### src/design/exec_pkg.sv
package exec_pkg;

    localparam int MUL_LATENCY = 3;  // start to done, mult family
    localparam int DIV_STEPS   = 32;

    typedef enum logic [5:0] {
        ADD, SUB, ADDU, SUBU,
        SLT, SLTU,
        AND, OR, NOR, XOR,
        LUI,
        SLL, SRL, SRA,
        CLO, CLZ,
        MOVN, MOVZ,
        TEQ, TNE, TGE, TGEU, TLT, TLTU,
        MULT, MULTU, DIV, DIVU,
        MADD, MADDU, MSUB, MSUBU,
        MFHI, MFLO, MTHI, MTLO
    } exec_op_e;

    typedef struct packed {
        exec_op_e    op;
        logic [31:0] src1;
        logic [31:0] src2;
    } exec_req_t;

    typedef struct packed {
        logic [31:0] result;
        logic        overflow;
        logic        trap;
    } exec_resp_t;

    typedef struct packed {
        logic [31:0] rem;  // lands in HI
        logic [31:0] quo;  // lands in LO
    } md_divres_t;

    typedef union packed {
        logic [63:0] prod;  // {HI, LO}
        md_divres_t  divres;
    } md_word_u;

endpackage
### src/design/exec_top.sv
`timescale 1ns/1ps

module exec_top #(
    parameter int FIFO_DEPTH = 4
) (
    input  logic                 clk,
    input  logic                 reset,
    input  logic                 in_req,
    input  exec_pkg::exec_req_t  in_data,
    output logic                 in_ack,
    output logic                 out_req,
    input  logic                 out_ack,
    output exec_pkg::exec_resp_t out_data
);

    exec_pkg::exec_req_t  req;
    exec_pkg::exec_resp_t resp;
    exec_pkg::exec_resp_t head;
    exec_pkg::md_word_u   div_word;
    logic                 start;
    logic                 busy;
    logic                 full;
    logic                 done;
    logic                 empty;
    logic                 pop;
    logic                 div_start;
    logic                 div_signed;
    logic                 div_done;
    logic [31:0]          div_dividend;
    logic [31:0]          div_divisor;

    issue_port u_issue (
        .clk(clk), .reset(reset), .in_req(in_req), .in_data(in_data), .in_ack(in_ack),
        .busy(busy), .full(full), .start(start), .req(req)
    );

    alu_core u_core (
        .clk(clk), .reset(reset), .start(start), .req(req),
        .busy(busy), .done(done), .resp(resp),
        .div_start(div_start), .div_signed(div_signed),
        .div_dividend(div_dividend), .div_divisor(div_divisor),
        .div_done(div_done), .div_word(div_word)
    );

    md_divider u_div (
        .clk(clk), .reset(reset), .div_start(div_start), .div_signed(div_signed),
        .div_dividend(div_dividend), .div_divisor(div_divisor),
        .div_done(div_done), .div_word(div_word)
    );

    result_fifo #(.DEPTH(FIFO_DEPTH)) u_fifo (
        .clk(clk), .reset(reset), .reserve(start), .push(done), .push_data(resp),
        .pop(pop), .head(head), .empty(empty), .full(full)
    );

    result_port u_out (
        .clk(clk), .reset(reset), .empty(empty), .head(head), .pop(pop),
        .out_req(out_req), .out_ack(out_ack), .out_data(out_data)
    );

endmodule

### src/design/result_port.sv
`timescale 1ns/1ps

module result_port (
    input  logic                 clk,
    input  logic                 reset,
    input  logic                 empty,
    input  exec_pkg::exec_resp_t head,
    output logic                 pop,
    output logic                 out_req,
    input  logic                 out_ack,
    output exec_pkg::exec_resp_t out_data
);

    typedef enum logic [1:0] {IDLE, PRESENT, WAIT_LOW} state_e;
    state_e state;

    always_ff @(posedge clk) begin
        if (reset) begin
            state   <= IDLE;
            out_req <= 1'b0;
            pop     <= 1'b0;
        end else begin
            pop <= 1'b0;
            case (state)
                IDLE: begin
                    if (!empty) begin
                        out_req <= 1'b1;
                        state   <= PRESENT;
                    end
                end
                PRESENT: begin
                    if (out_ack) begin
                        pop     <= 1'b1;  // head leaves the queue
                        out_req <= 1'b0;
                        state   <= WAIT_LOW;
                    end
                end
                WAIT_LOW: if (!out_ack) state <= IDLE;
                default:  state <= IDLE;
            endcase
        end
    end

    always_ff @(posedge clk) begin
        if (state == IDLE && !empty) out_data <= head;
    end

endmodule

### src/design/result_fifo.sv
`timescale 1ns/1ps

module result_fifo #(
    parameter int DEPTH = 4
) (
    input  logic                 clk,
    input  logic                 reset,
    input  logic                 reserve,
    input  logic                 push,
    input  exec_pkg::exec_resp_t push_data,
    input  logic                 pop,
    output exec_pkg::exec_resp_t head,
    output logic                 empty,
    output logic                 full
);

    localparam int AW = $clog2(DEPTH);

    exec_pkg::exec_resp_t mem [DEPTH];
    logic [AW-1:0]        wr_ptr;
    logic [AW-1:0]        rd_ptr;
    logic [AW:0]          stored;
    logic                 pending;  // slot held for the op in the core

    always_ff @(posedge clk) begin
        if (reset) begin
            wr_ptr  <= '0;
            rd_ptr  <= '0;
            stored  <= '0;
            pending <= 1'b0;
        end else begin
            if (push) wr_ptr <= (wr_ptr == AW'(DEPTH - 1)) ? '0 : wr_ptr + 1'b1;
            if (pop) rd_ptr <= (rd_ptr == AW'(DEPTH - 1)) ? '0 : rd_ptr + 1'b1;
            if (push && !pop) stored <= stored + 1'b1;
            else if (pop && !push) stored <= stored - 1'b1;
            if (reserve) pending <= 1'b1;
            else if (push) pending <= 1'b0;
        end
    end

    always_ff @(posedge clk) begin
        if (push) mem[wr_ptr] <= push_data;
    end

    // a push into an empty queue is visible at once
    assign head  = (stored == '0) ? push_data : mem[rd_ptr];
    assign empty = (stored == '0) && !push;
    assign full  = (int'(stored) + int'(pending)) >= DEPTH;

endmodule

### src/design/md_divider.sv
`timescale 1ns/1ps

module md_divider (
    input  logic               clk,
    input  logic               reset,
    input  logic               div_start,
    input  logic               div_signed,
    input  logic [31:0]        div_dividend,
    input  logic [31:0]        div_divisor,
    output logic               div_done,
    output exec_pkg::md_word_u div_word
);

    logic [31:0] rem;
    logic [31:0] quo;
    logic [31:0] dvsr;
    logic [5:0]  cnt;
    logic        neg_q;
    logic        neg_r;
    logic [31:0] mag_n;
    logic [31:0] mag_d;
    logic [31:0] cur_rem;
    logic [31:0] cur_quo;
    logic [31:0] cur_d;
    logic [32:0] shifted;
    logic [32:0] trial;

    assign mag_n = (div_signed && div_dividend[31]) ? -div_dividend : div_dividend;
    assign mag_d = (div_signed && div_divisor[31]) ? -div_divisor : div_divisor;

    // first step works straight on the operands
    assign cur_rem = div_start ? 32'd0 : rem;
    assign cur_quo = div_start ? mag_n : quo;
    assign cur_d   = div_start ? mag_d : dvsr;
    assign shifted = {cur_rem, cur_quo[31]};
    assign trial   = shifted - {1'b0, cur_d};

    always_ff @(posedge clk) begin
        if (reset) begin
            cnt      <= '0;
            div_done <= 1'b0;
        end else begin
            div_done <= 1'b0;
            if (div_start) begin
                cnt <= 6'(exec_pkg::DIV_STEPS - 1);
            end else if (cnt != '0) begin
                cnt <= cnt - 1'b1;
                if (cnt == 6'd1) div_done <= 1'b1;
            end
        end
    end

    always_ff @(posedge clk) begin
        if (div_start || cnt != '0) begin
            rem <= trial[32] ? shifted[31:0] : trial[31:0];  // restore on borrow
            quo <= {cur_quo[30:0], ~trial[32]};
        end
        if (div_start) begin
            dvsr  <= mag_d;
            neg_q <= div_signed && (div_dividend[31] ^ div_divisor[31])
                     && (div_divisor != 32'd0);  // x/0 keeps all ones
            neg_r <= div_signed && div_dividend[31];
        end
    end

    always_comb begin
        div_word.divres.rem = neg_r ? -rem : rem;
        div_word.divres.quo = neg_q ? -quo : quo;
    end

endmodule

### src/design/alu_core.sv
`timescale 1ns/1ps

module alu_core (
    input  logic                 clk,
    input  logic                 reset,
    input  logic                 start,
    input  exec_pkg::exec_req_t  req,
    output logic                 busy,
    output logic                 done,
    output exec_pkg::exec_resp_t resp,
    output logic                 div_start,
    output logic                 div_signed,
    output logic [31:0]          div_dividend,
    output logic [31:0]          div_divisor,
    input  logic                 div_done,
    input  exec_pkg::md_word_u   div_word
);

    localparam int CW = $clog2(exec_pkg::MUL_LATENCY + 1);

    exec_pkg::exec_op_e op;
    exec_pkg::exec_op_e mul_op;
    exec_pkg::md_word_u hilo;
    logic [31:0]        a;
    logic [31:0]        b;
    logic               sub_mode;
    logic [31:0]        adder_b;
    logic [31:0]        sum;
    logic               carry;
    logic               lt_s;
    logic               lt_u;
    logic [31:0]        count_src;
    logic [5:0]         lead;
    logic [31:0]        result;
    logic               overflow;
    logic               trap;
    logic               is_mul;
    logic               is_div;
    logic               mul_signed;
    logic [31:0]        mag_a;
    logic [31:0]        mag_b;
    logic               mul_neg;
    logic [63:0]        mag_prod;
    logic [63:0]        prod;
    logic [63:0]        acc;
    logic [CW-1:0]      mul_cnt;
    logic               div_wait;

    assign op = req.op;
    assign a  = req.src1;
    assign b  = req.src2;

    // one adder for add/sub, set-less-than and the trap compares
    assign sub_mode     = !(op inside {exec_pkg::ADD, exec_pkg::ADDU});
    assign adder_b      = sub_mode ? ~b : b;
    assign {carry, sum} = {1'b0, a} + {1'b0, adder_b} + 33'(sub_mode);
    assign lt_u         = ~carry;
    assign lt_s         = (a[31] & ~b[31]) | (~(a[31] ^ b[31]) & sum[31]);
    assign overflow     = (op inside {exec_pkg::ADD, exec_pkg::SUB})
                          && (a[31] == adder_b[31]) && (sum[31] != a[31]);

    assign count_src = (op == exec_pkg::CLO) ? ~a : a;  // clo counts zeros of ~a

    always_comb begin
        lead = 6'd32;
        for (int i = 31; i >= 0; i--) begin
            if (count_src[i] && lead == 6'd32) lead = 6'(31 - i);
        end
    end

    always_comb begin
        case (op)
            exec_pkg::TEQ:  trap = (a == b);
            exec_pkg::TNE:  trap = (a != b);
            exec_pkg::TGE:  trap = !lt_s;
            exec_pkg::TGEU: trap = !lt_u;
            exec_pkg::TLT:  trap = lt_s;
            exec_pkg::TLTU: trap = lt_u;
            default:        trap = 1'b0;
        endcase
    end

    always_comb begin
        case (op)
            exec_pkg::ADD, exec_pkg::SUB,
            exec_pkg::ADDU, exec_pkg::SUBU: result = sum;
            exec_pkg::SLT:  result = {31'b0, lt_s};
            exec_pkg::SLTU: result = {31'b0, lt_u};
            exec_pkg::AND:  result = a & b;
            exec_pkg::OR:   result = a | b;
            exec_pkg::NOR:  result = ~(a | b);
            exec_pkg::XOR:  result = a ^ b;
            exec_pkg::LUI:  result = {b[15:0], 16'h0000};
            exec_pkg::SLL:  result = b << a[4:0];
            exec_pkg::SRL:  result = b >> a[4:0];
            exec_pkg::SRA:  result = $signed(b) >>> a[4:0];
            exec_pkg::CLO, exec_pkg::CLZ: result = 32'(lead);
            exec_pkg::MOVN: result = (a != 32'd0) ? b : 32'd0;
            exec_pkg::MOVZ: result = (a == 32'd0) ? b : 32'd0;
            exec_pkg::MFHI: result = hilo.prod[63:32];
            exec_pkg::MFLO: result = hilo.prod[31:0];
            default:        result = 32'd0;  // HI/LO-only ops
        endcase
    end

    assign is_mul     = op inside {exec_pkg::MULT, exec_pkg::MULTU, exec_pkg::MADD,
                                   exec_pkg::MADDU, exec_pkg::MSUB, exec_pkg::MSUBU};
    assign is_div     = op inside {exec_pkg::DIV, exec_pkg::DIVU};
    assign mul_signed = op inside {exec_pkg::MULT, exec_pkg::MADD, exec_pkg::MSUB};

    assign div_start    = start && is_div;
    assign div_signed   = (op == exec_pkg::DIV);
    assign div_dividend = a;
    assign div_divisor  = b;

    assign prod = mul_neg ? -mag_prod : mag_prod;  // sign correction

    always_comb begin
        case (mul_op)
            exec_pkg::MADD, exec_pkg::MADDU: acc = hilo.prod + prod;
            exec_pkg::MSUB, exec_pkg::MSUBU: acc = hilo.prod - prod;
            default:                         acc = prod;
        endcase
    end

    always_ff @(posedge clk) begin
        if (start) begin
            resp.result   <= result;
            resp.overflow <= overflow;
            resp.trap     <= trap;
            mul_op        <= op;
            mag_a         <= (mul_signed && a[31]) ? -a : a;
            mag_b         <= (mul_signed && b[31]) ? -b : b;
            mul_neg       <= mul_signed && (a[31] ^ b[31]);
        end
        mag_prod <= mag_a * mag_b;  // settles one cycle after start
    end

    always_ff @(posedge clk) begin
        if (reset) begin
            busy     <= 1'b0;
            done     <= 1'b0;
            mul_cnt  <= '0;
            div_wait <= 1'b0;
            hilo     <= '0;
        end else begin
            done <= 1'b0;
            if (start) begin
                if (is_mul) begin
                    busy    <= 1'b1;
                    mul_cnt <= CW'(exec_pkg::MUL_LATENCY - 1);
                end else if (is_div) begin
                    busy     <= 1'b1;
                    div_wait <= 1'b1;
                end else begin
                    done <= 1'b1;
                    if (op == exec_pkg::MTHI) hilo.prod[63:32] <= a;
                    if (op == exec_pkg::MTLO) hilo.prod[31:0] <= a;
                end
            end
            if (mul_cnt != '0) begin
                mul_cnt <= mul_cnt - 1'b1;
                if (mul_cnt == CW'(1)) begin
                    done      <= 1'b1;
                    busy      <= 1'b0;
                    hilo.prod <= acc;
                end
            end
            if (div_wait && div_done) begin
                done     <= 1'b1;
                busy     <= 1'b0;
                div_wait <= 1'b0;
                hilo     <= div_word;  // remainder to HI, quotient to LO
            end
        end
    end

endmodule

### src/design/issue_port.sv
`timescale 1ns/1ps

module issue_port (
    input  logic                clk,
    input  logic                reset,
    input  logic                in_req,
    input  exec_pkg::exec_req_t in_data,
    output logic                in_ack,
    input  logic                busy,
    input  logic                full,
    output logic                start,
    output exec_pkg::exec_req_t req
);

    typedef enum logic [1:0] {IDLE, HOLD, ACK} state_e;
    state_e state;

    always_ff @(posedge clk) begin
        if (reset) begin
            state  <= IDLE;
            in_ack <= 1'b0;
            start  <= 1'b0;
        end else begin
            start <= 1'b0;
            case (state)
                IDLE: if (in_req) state <= HOLD;  // in_ack is low here
                HOLD: begin
                    if (!busy && !full) begin  // core free and a slot left
                        start  <= 1'b1;
                        in_ack <= 1'b1;
                        state  <= ACK;
                    end
                end
                ACK: begin
                    if (!in_req) begin
                        in_ack <= 1'b0;
                        state  <= IDLE;
                    end
                end
                default: state <= IDLE;
            endcase
        end
    end

    always_ff @(posedge clk) begin
        if (state == IDLE && in_req) req <= in_data;
    end

endmodule

### config.mk
export PLATFORM = sky130hd
export DESIGN_NAME = exec_top
export DESIGN_NICKNAME = d
export VERILOG_FILES = /design/src/design/exec_pkg.sv /design/src/design/exec_top.sv /design/src/design/result_port.sv /design/src/design/result_fifo.sv /design/src/design/md_divider.sv /design/src/design/alu_core.sv /design/src/design/issue_port.sv
export SDC_FILE = /design/constraint.sdc
export NUM_CORES = 2
export LEC_CHECK = 0
export BUFFER_PORTS_ARGS = -buffer_cell sky130_fd_sc_hd__buf_2
export CORE_ASPECT_RATIO = 1.1
export CORE_MARGIN = 1.5
export CORE_UTILIZATION = 25
export DETAILED_ROUTE_END_ITERATION = 6
export GPL_TIMING_DRIVEN = 0
export HOLD_SLACK_MARGIN = 0.12
export PLACE_DENSITY = 0.37
export SYNTH_ARGS = -nofsm -noshare
export SYNTH_HDL_FRONTEND = slang
export SYNTH_HIERARCHICAL = 1
export SYNTH_SLANG_ARGS = --single-unit
### constraint.sdc
create_clock -name clk -period 16.8 [get_ports clk]
set_input_delay 3.36 -clock clk [delete_from_list [all_inputs] [get_ports clk]]
set_output_delay 3.36 -clock clk [all_outputs]
set_load 0.01 [all_outputs]
# --- Yosys cells after proc, flatten, opt, wreduce, memory -nomap -nowiden ---
# Memories as Yosys holds them, arrays and structs flattened. A register that Yosys moved wholly into a read port is not among the register bits.
# Index checks and enable logic that the tools add are counted.
word_totals:
  ff_bits: 463
  ram_bits: 136
  output_inout_bits: 36
  wordCells: 360
  mem_count: 1
mem_list:
  columns: ["memory", "words", "width", "read_ports", "rd_ports_with_merged_regs", "write_ports", "line", "text"]
  rows:
  - ["u_fifo.mem", 4, 34, 1, 1, 1, "result_fifo.sv:19", "exec_pkg::exec_resp_t mem [DEPTH];"]
op_classes:
  n_addsub: 17
  mul: 1
  magnitude_cmp: 1
  n_eq_ne: 88
  shift: 3
  n_mux: 102
  n_bitwise: 18
  n_reduce_logical: 92
ops:
  columns: ["operator", "n"]
  rows:
  - ["32-bit 2-to-1 mux", 16]
  - ["32-bit case mux with 16 select lines", 1]
  - ["64-bit 2-to-1 mux", 7]
  - ["6-bit equality test, second input constant", 35]
  - ["6-bit 2-to-1 mux", 32]
  - ["32-bit negation", 4]
  - ["64-bit case mux with 2 select lines", 1]
  - ["6-bit by 5-bit equality test with 1-bit output, second input constant", 20]
  - ["32-bit inverter", 3]
  - ["64-bit adder", 1]
  - ["32-bit by 32-bit multiplier with 64-bit output", 1]
  - ["64-bit negation", 1]
  - ["32-bit nonzero test", 2]
  - ["64-bit subtractor", 1]
  - ["6-bit by 4-bit equality test with 1-bit output, second input constant", 8]
  - ["1-bit logical AND", 48]
  - ["34-bit 2-to-1 mux", 1]
  - ["32-bit by 32-bit adder with 33-bit output", 1]
  - ["33-bit by 1-bit adder with 33-bit output", 1]
  - ["33-bit by 32-bit subtractor with 33-bit output", 1]
  - ["32-bit bitwise AND", 1]
  - ["32-bit equality test", 1]
  - ["32-bit by 4-bit greater-or-equal comparator with 1-bit output, second input constant", 1]
  - ["32-bit logical NOT", 1]
  - ["other kinds (45)", 133]

# --- Logic depth before layout (Yosys ltp) ---
depth:
  word_depth: 97
  depth_mapped: 35
  ltp_nobuf: 34

# --- Modules after synthesis ---
# The synthesis kept the hierarchy.
modules_own_cells:
  columns: ["mod", "instances", "cells_per_inst", "area_per_inst_um2", "seq_area_each_um2"]
  rows:
  - ["alu_core", 1, 7112, 58152.0, 5785.5]
  - ["md_divider", 1, 1015, 8553.2, 2762.6]
  - ["result_fifo", 1, 265, 5811.8, 4284.1]
  - ["issue_port", 1, 85, 2255.9, 2182.1]
  - ["result_port", 1, 49, 1183.6, 1101.1]

# --- Least setup slack after synthesis ---
# Ideal clock, no wire load.
synth_timing:
  path_type: "input-to-reg"
  from: "in in_req"
  to: "reg u_issue/req[0] (netlist name)"
  setup_ns: 0.598
  arrival_ns: 8.415
  required_ns: 16.202
  slack_ns: 7.787
  cell_stages: 1
  n_path_buf: 0
  cell_sequence: "nor3b_1"
synth_via:
  elab_chain_cells: 1
synth_rtl:
  columns: ["element", "line", "text"]
  rows:
  - ["start, declared", "exec_top.sv:8", "input logic in_req,"]
  - ["1-bit logical AND", "issue_port.sv:46", "if (state == IDLE && in_req) req <= in_data;"]
# Every way passes these cells.
# A chain may end at the register's enable or synchronous reset.

# --- Final worst setup path ---
layout_timing:
  from: "reg u_core.mag_b[9]"
  to: "reg u_core.mag_prod[62]"
layout_via:
  elab_chain_cells: 1
layout_rtl:
  columns: ["element", "line", "text"]
  rows:
  - ["start, declared", "alu_core.sv:41", "logic [31:0] mag_b;"]
  - ["start signal, assigned", "alu_core.sv:133", "mag_b <= (mul_signed && b[31]) ? -b : b;"]
  - ["32-bit by 32-bit multiplier with 64-bit output", "alu_core.sv:136", "mag_prod <= mag_a * mag_b;"]
  - ["end signal, assigned", "alu_core.sv:136", null]
  - ["end, declared", "alu_core.sv:43", "logic [63:0] mag_prod;"]
# Every way passes these cells.

==> impl_metrics.yaml <==
cells_and_area:
  area_delta_synth_final_pct: 11.2
  drive_gt1_share_pct: 5.80
  final_net_count: 10169
  fillCellCount: 32595
yosys:
  synth-main-ff-cell: "edfxtp_1"
  ys_types: 119
  syn-num-nets: 9972
  ys_seq_area_share_pct: 21.2
  ys_warn_count: 6
  syn_inst: 8526
  synth_area_sq_mm: 0.0760
  synth_edf_count: 410
  syn_avg_cell_area_sq_um: 8.91
  synth_area_leaders: "fa_1 (24%), edfxtp_1 (16%), ha_1 (7.8%)"
  synth-seq-cells: 600
  synth_top_area_share_pct: 23.7
  ys_async_sr_fraction_pct: 0
  yosysTopAreaCell: "fa_1"
route:
  vias: 65364
  drt-total-wl_mm: 382
  drc_errors: 1
  dr.pass1.iters: 7
  vias_per_cell: 5.08
  ant_nets: 0
  wire_per_inst_um: 29.7
  drtIter0Drc: 5862
clocking:
  cts-hold-fix-buffers: 0
  cts_setup_buffers: 0
  numCtsBuffers: 69
  post_cts_resized: 0
  cts_buffer_depth: 3
  cts_tree: "done"
  clock_sinks: 600
  clkLatencyLatePin_ns: 0.73
  root_buffer: "clkbuf_16"
  cts.htree.levels: 3
  clkTransAtPathRegs_ns: 0.06
global_route:
  grt_usage_pct: 24.5
  grt_max_degree: 68
  grt_overflow_total: 0
  grt_pass1_wl_mm: 531
  grt_pass1_vias: 67205
  antenna_found_initial: 23
timing:
  max_freq_ghz: 0.0867
  hold_violations: 0
  clock_skew_ns: 0.0374
  finalMaxSlewViolations: 5
  final.setup.tns_ns: 0
  period_share_pct: 68.7
  rsz0062_at_grt: "false"
  relSlewSlack_pct: -1.21
  worst_pin_slew_ns: 1.50
  setup_violations: 0
  fin_crit_ns: 11.54
place:
  io_buffers: 109
  hpwl_mm: 312
  place_congestion: 0.995
min_path:
  min_from: "u_issue/req[68]"
  hold_class: "flop to flop"
floorplanning:
  fp.coreArea_sq_mm: 0.303
  row_count: 212
  io_pins: 110
  start_util_pct: 25.1
  die_w_um: 529
  die_area_sq_mm: 0.307
  fp.dieH_um: 581
worst_setup_path:
  critical_path.most_common_cell: "fa_1"
  crit_fanout: 10
  required_ns: 17.38
  cp_data_arrival_time_ns: 12.12
  crit_start: "u_core/mag_b[9]"
  reg2reg_slack_ns: 5.26
  r2r_start: "u_core/mag_b[9]"
  crit_path_start_kind: "flop"
  path_class: "flop to flop"
  critPathBufInv: 6
  cp_top_family: "adder cells"
  max_stage_delay_ns: 1.05
  cp_slowest_cell: "clkbuf_1"
  end_kind: "flop"
status:
  status: "finished, violations left"
  failed_checks: "design-rule violations, max-capacitance violations, max-slew violations"
flow_run:
  maxCapViolations: 1
-- layer usage --
metal,GRT usage [%],share of wire [%],vias up
li1,-,-,28698
met1,31.6,42,33587
met2,40.8,47,2470
met3,2.69,5.2,603
met4,11.6,5.4,6
met5,0,0.011,-
-- worst reg2reg max path: cells and delay by family (launching register included) --
kind	cells	cell delay [ns]
flops	1	0.80
buf+inv	6	1.34
xor+xnor	1	0.15
fa+ha+maj	9	4.42
simple gates	3	0.41
compound gates	13	4.30
-- state kept, by name, indices dropped and copies added (netlist names), 2 cells and up, named ones only --
signal,count
u_core/hilo,64
u_core/mag_a,32
u_core/mag_b,32
u_core/mag_prod,64
u_core/mul_cnt,2
u_core/mul_op,5
u_core/resp,34
u_div/cnt,6
u_div/dvsr,32
u_div/quo,32
u_div/rem,32
u_fifo/mem,136
u_fifo/rd_ptr,2
u_fifo/stored,3
u_fifo/wr_ptr,2
u_issue/req,70
u_issue/state,2
u_out/out_data,34
u_out/state,2
-- layout by cell type (no fill, tap or decap), drive strengths merged, types with 67 or more instances in the layout --
master / instances
inv: 1158
nand2: 1148
fa: 900
nor2: 536
clkbuf: 510
ha: 472
a21oi: 472
edfxtp: 410
xnor2: 357
o21ai: 352
and2: 261
buf: 251
dfxtp: 190
xor2: 161
a211oi: 108
nor3: 106
nand3: 93
mux2i: 92
a21o: 80
mux2: 68
nor2b: 67
-- logic make-up after synthesis --
kind of cell | Yosys count | synth area share (%)
AO/OA/AOI/OAI | 1580 | 13.5
XOR/XNOR | 519 | 6.03
adder cells (fa/ha/maj) | 1372 | 31.5
buffers and inverters | 1704 | 8.83
flip-flops | 600 | 21.2
multiplexers | 198 | 3.37
AND/OR/NAND/NOR | 2553 | 15.5
-- layout make-up --
type | instances | area (sq um) | area share (%)
Clock inverter | 30 | 435 | 0.515
Sequential cell | 600 | 16100 | 19.1
Multi-Input combinational cell | 6222 | 53200 | 63.0
Tap cell | 4066 | 5090 | 6.02
Buffer | 537 | 2330 | 2.75
Timing Repair Buffer | 126 | 797 | 0.943
Clock buffer | 98 | 2090 | 2.48
Antenna cell | 17 | 42.5 | 0.0504
Inverter | 1167 | 4380 | 5.18
-- path summary, 6_finish.rpt --
check | end | cells after the start
worst min register to register | u_core/mul_op[4] | 0
worst min-delay path | u_core/mul_op[4] | 0
worst max register to register | u_core/mag_prod[62] | 32
worst max-delay path | u_core/mag_prod[62] | 32
-- cell usage after synthesis (80+ instances only) --
cell and count:
inv_1 1155, nand2_1 1148, fa_1 900, nor2_1 535, ha_1 472, a21oi_1 470, clkbuf_1 411, edfxtp_1 410
xnor2_1 356, o21ai_0 344, and2_1 259, dfxtp_1 190, xor2_1 161, a211oi_1 106, nor3_1 103, mux2i_1 92
nand3_1 92, a21o_1 80
-- stage by stage --
step                      instances  setup slack (ns)  hold slack (ns)  instance area [sq um]  utilization [%]
after floorplan                8526              7.79            0.421                  76000                -
after global placement        12701              3.81            0.448                  81600             27.0
after detailed placement      12718              5.33            0.443                  81900             27.1
after CTS                     12846              5.22            0.457                  84400             27.9
after global routing          12847              4.92            0.476                  84400             27.9
final                         12863              5.26            0.460                  84500             27.9
Power is not shown: default switching activity piles up to over one toggle a cycle in this logic, so the estimate is an artifact.
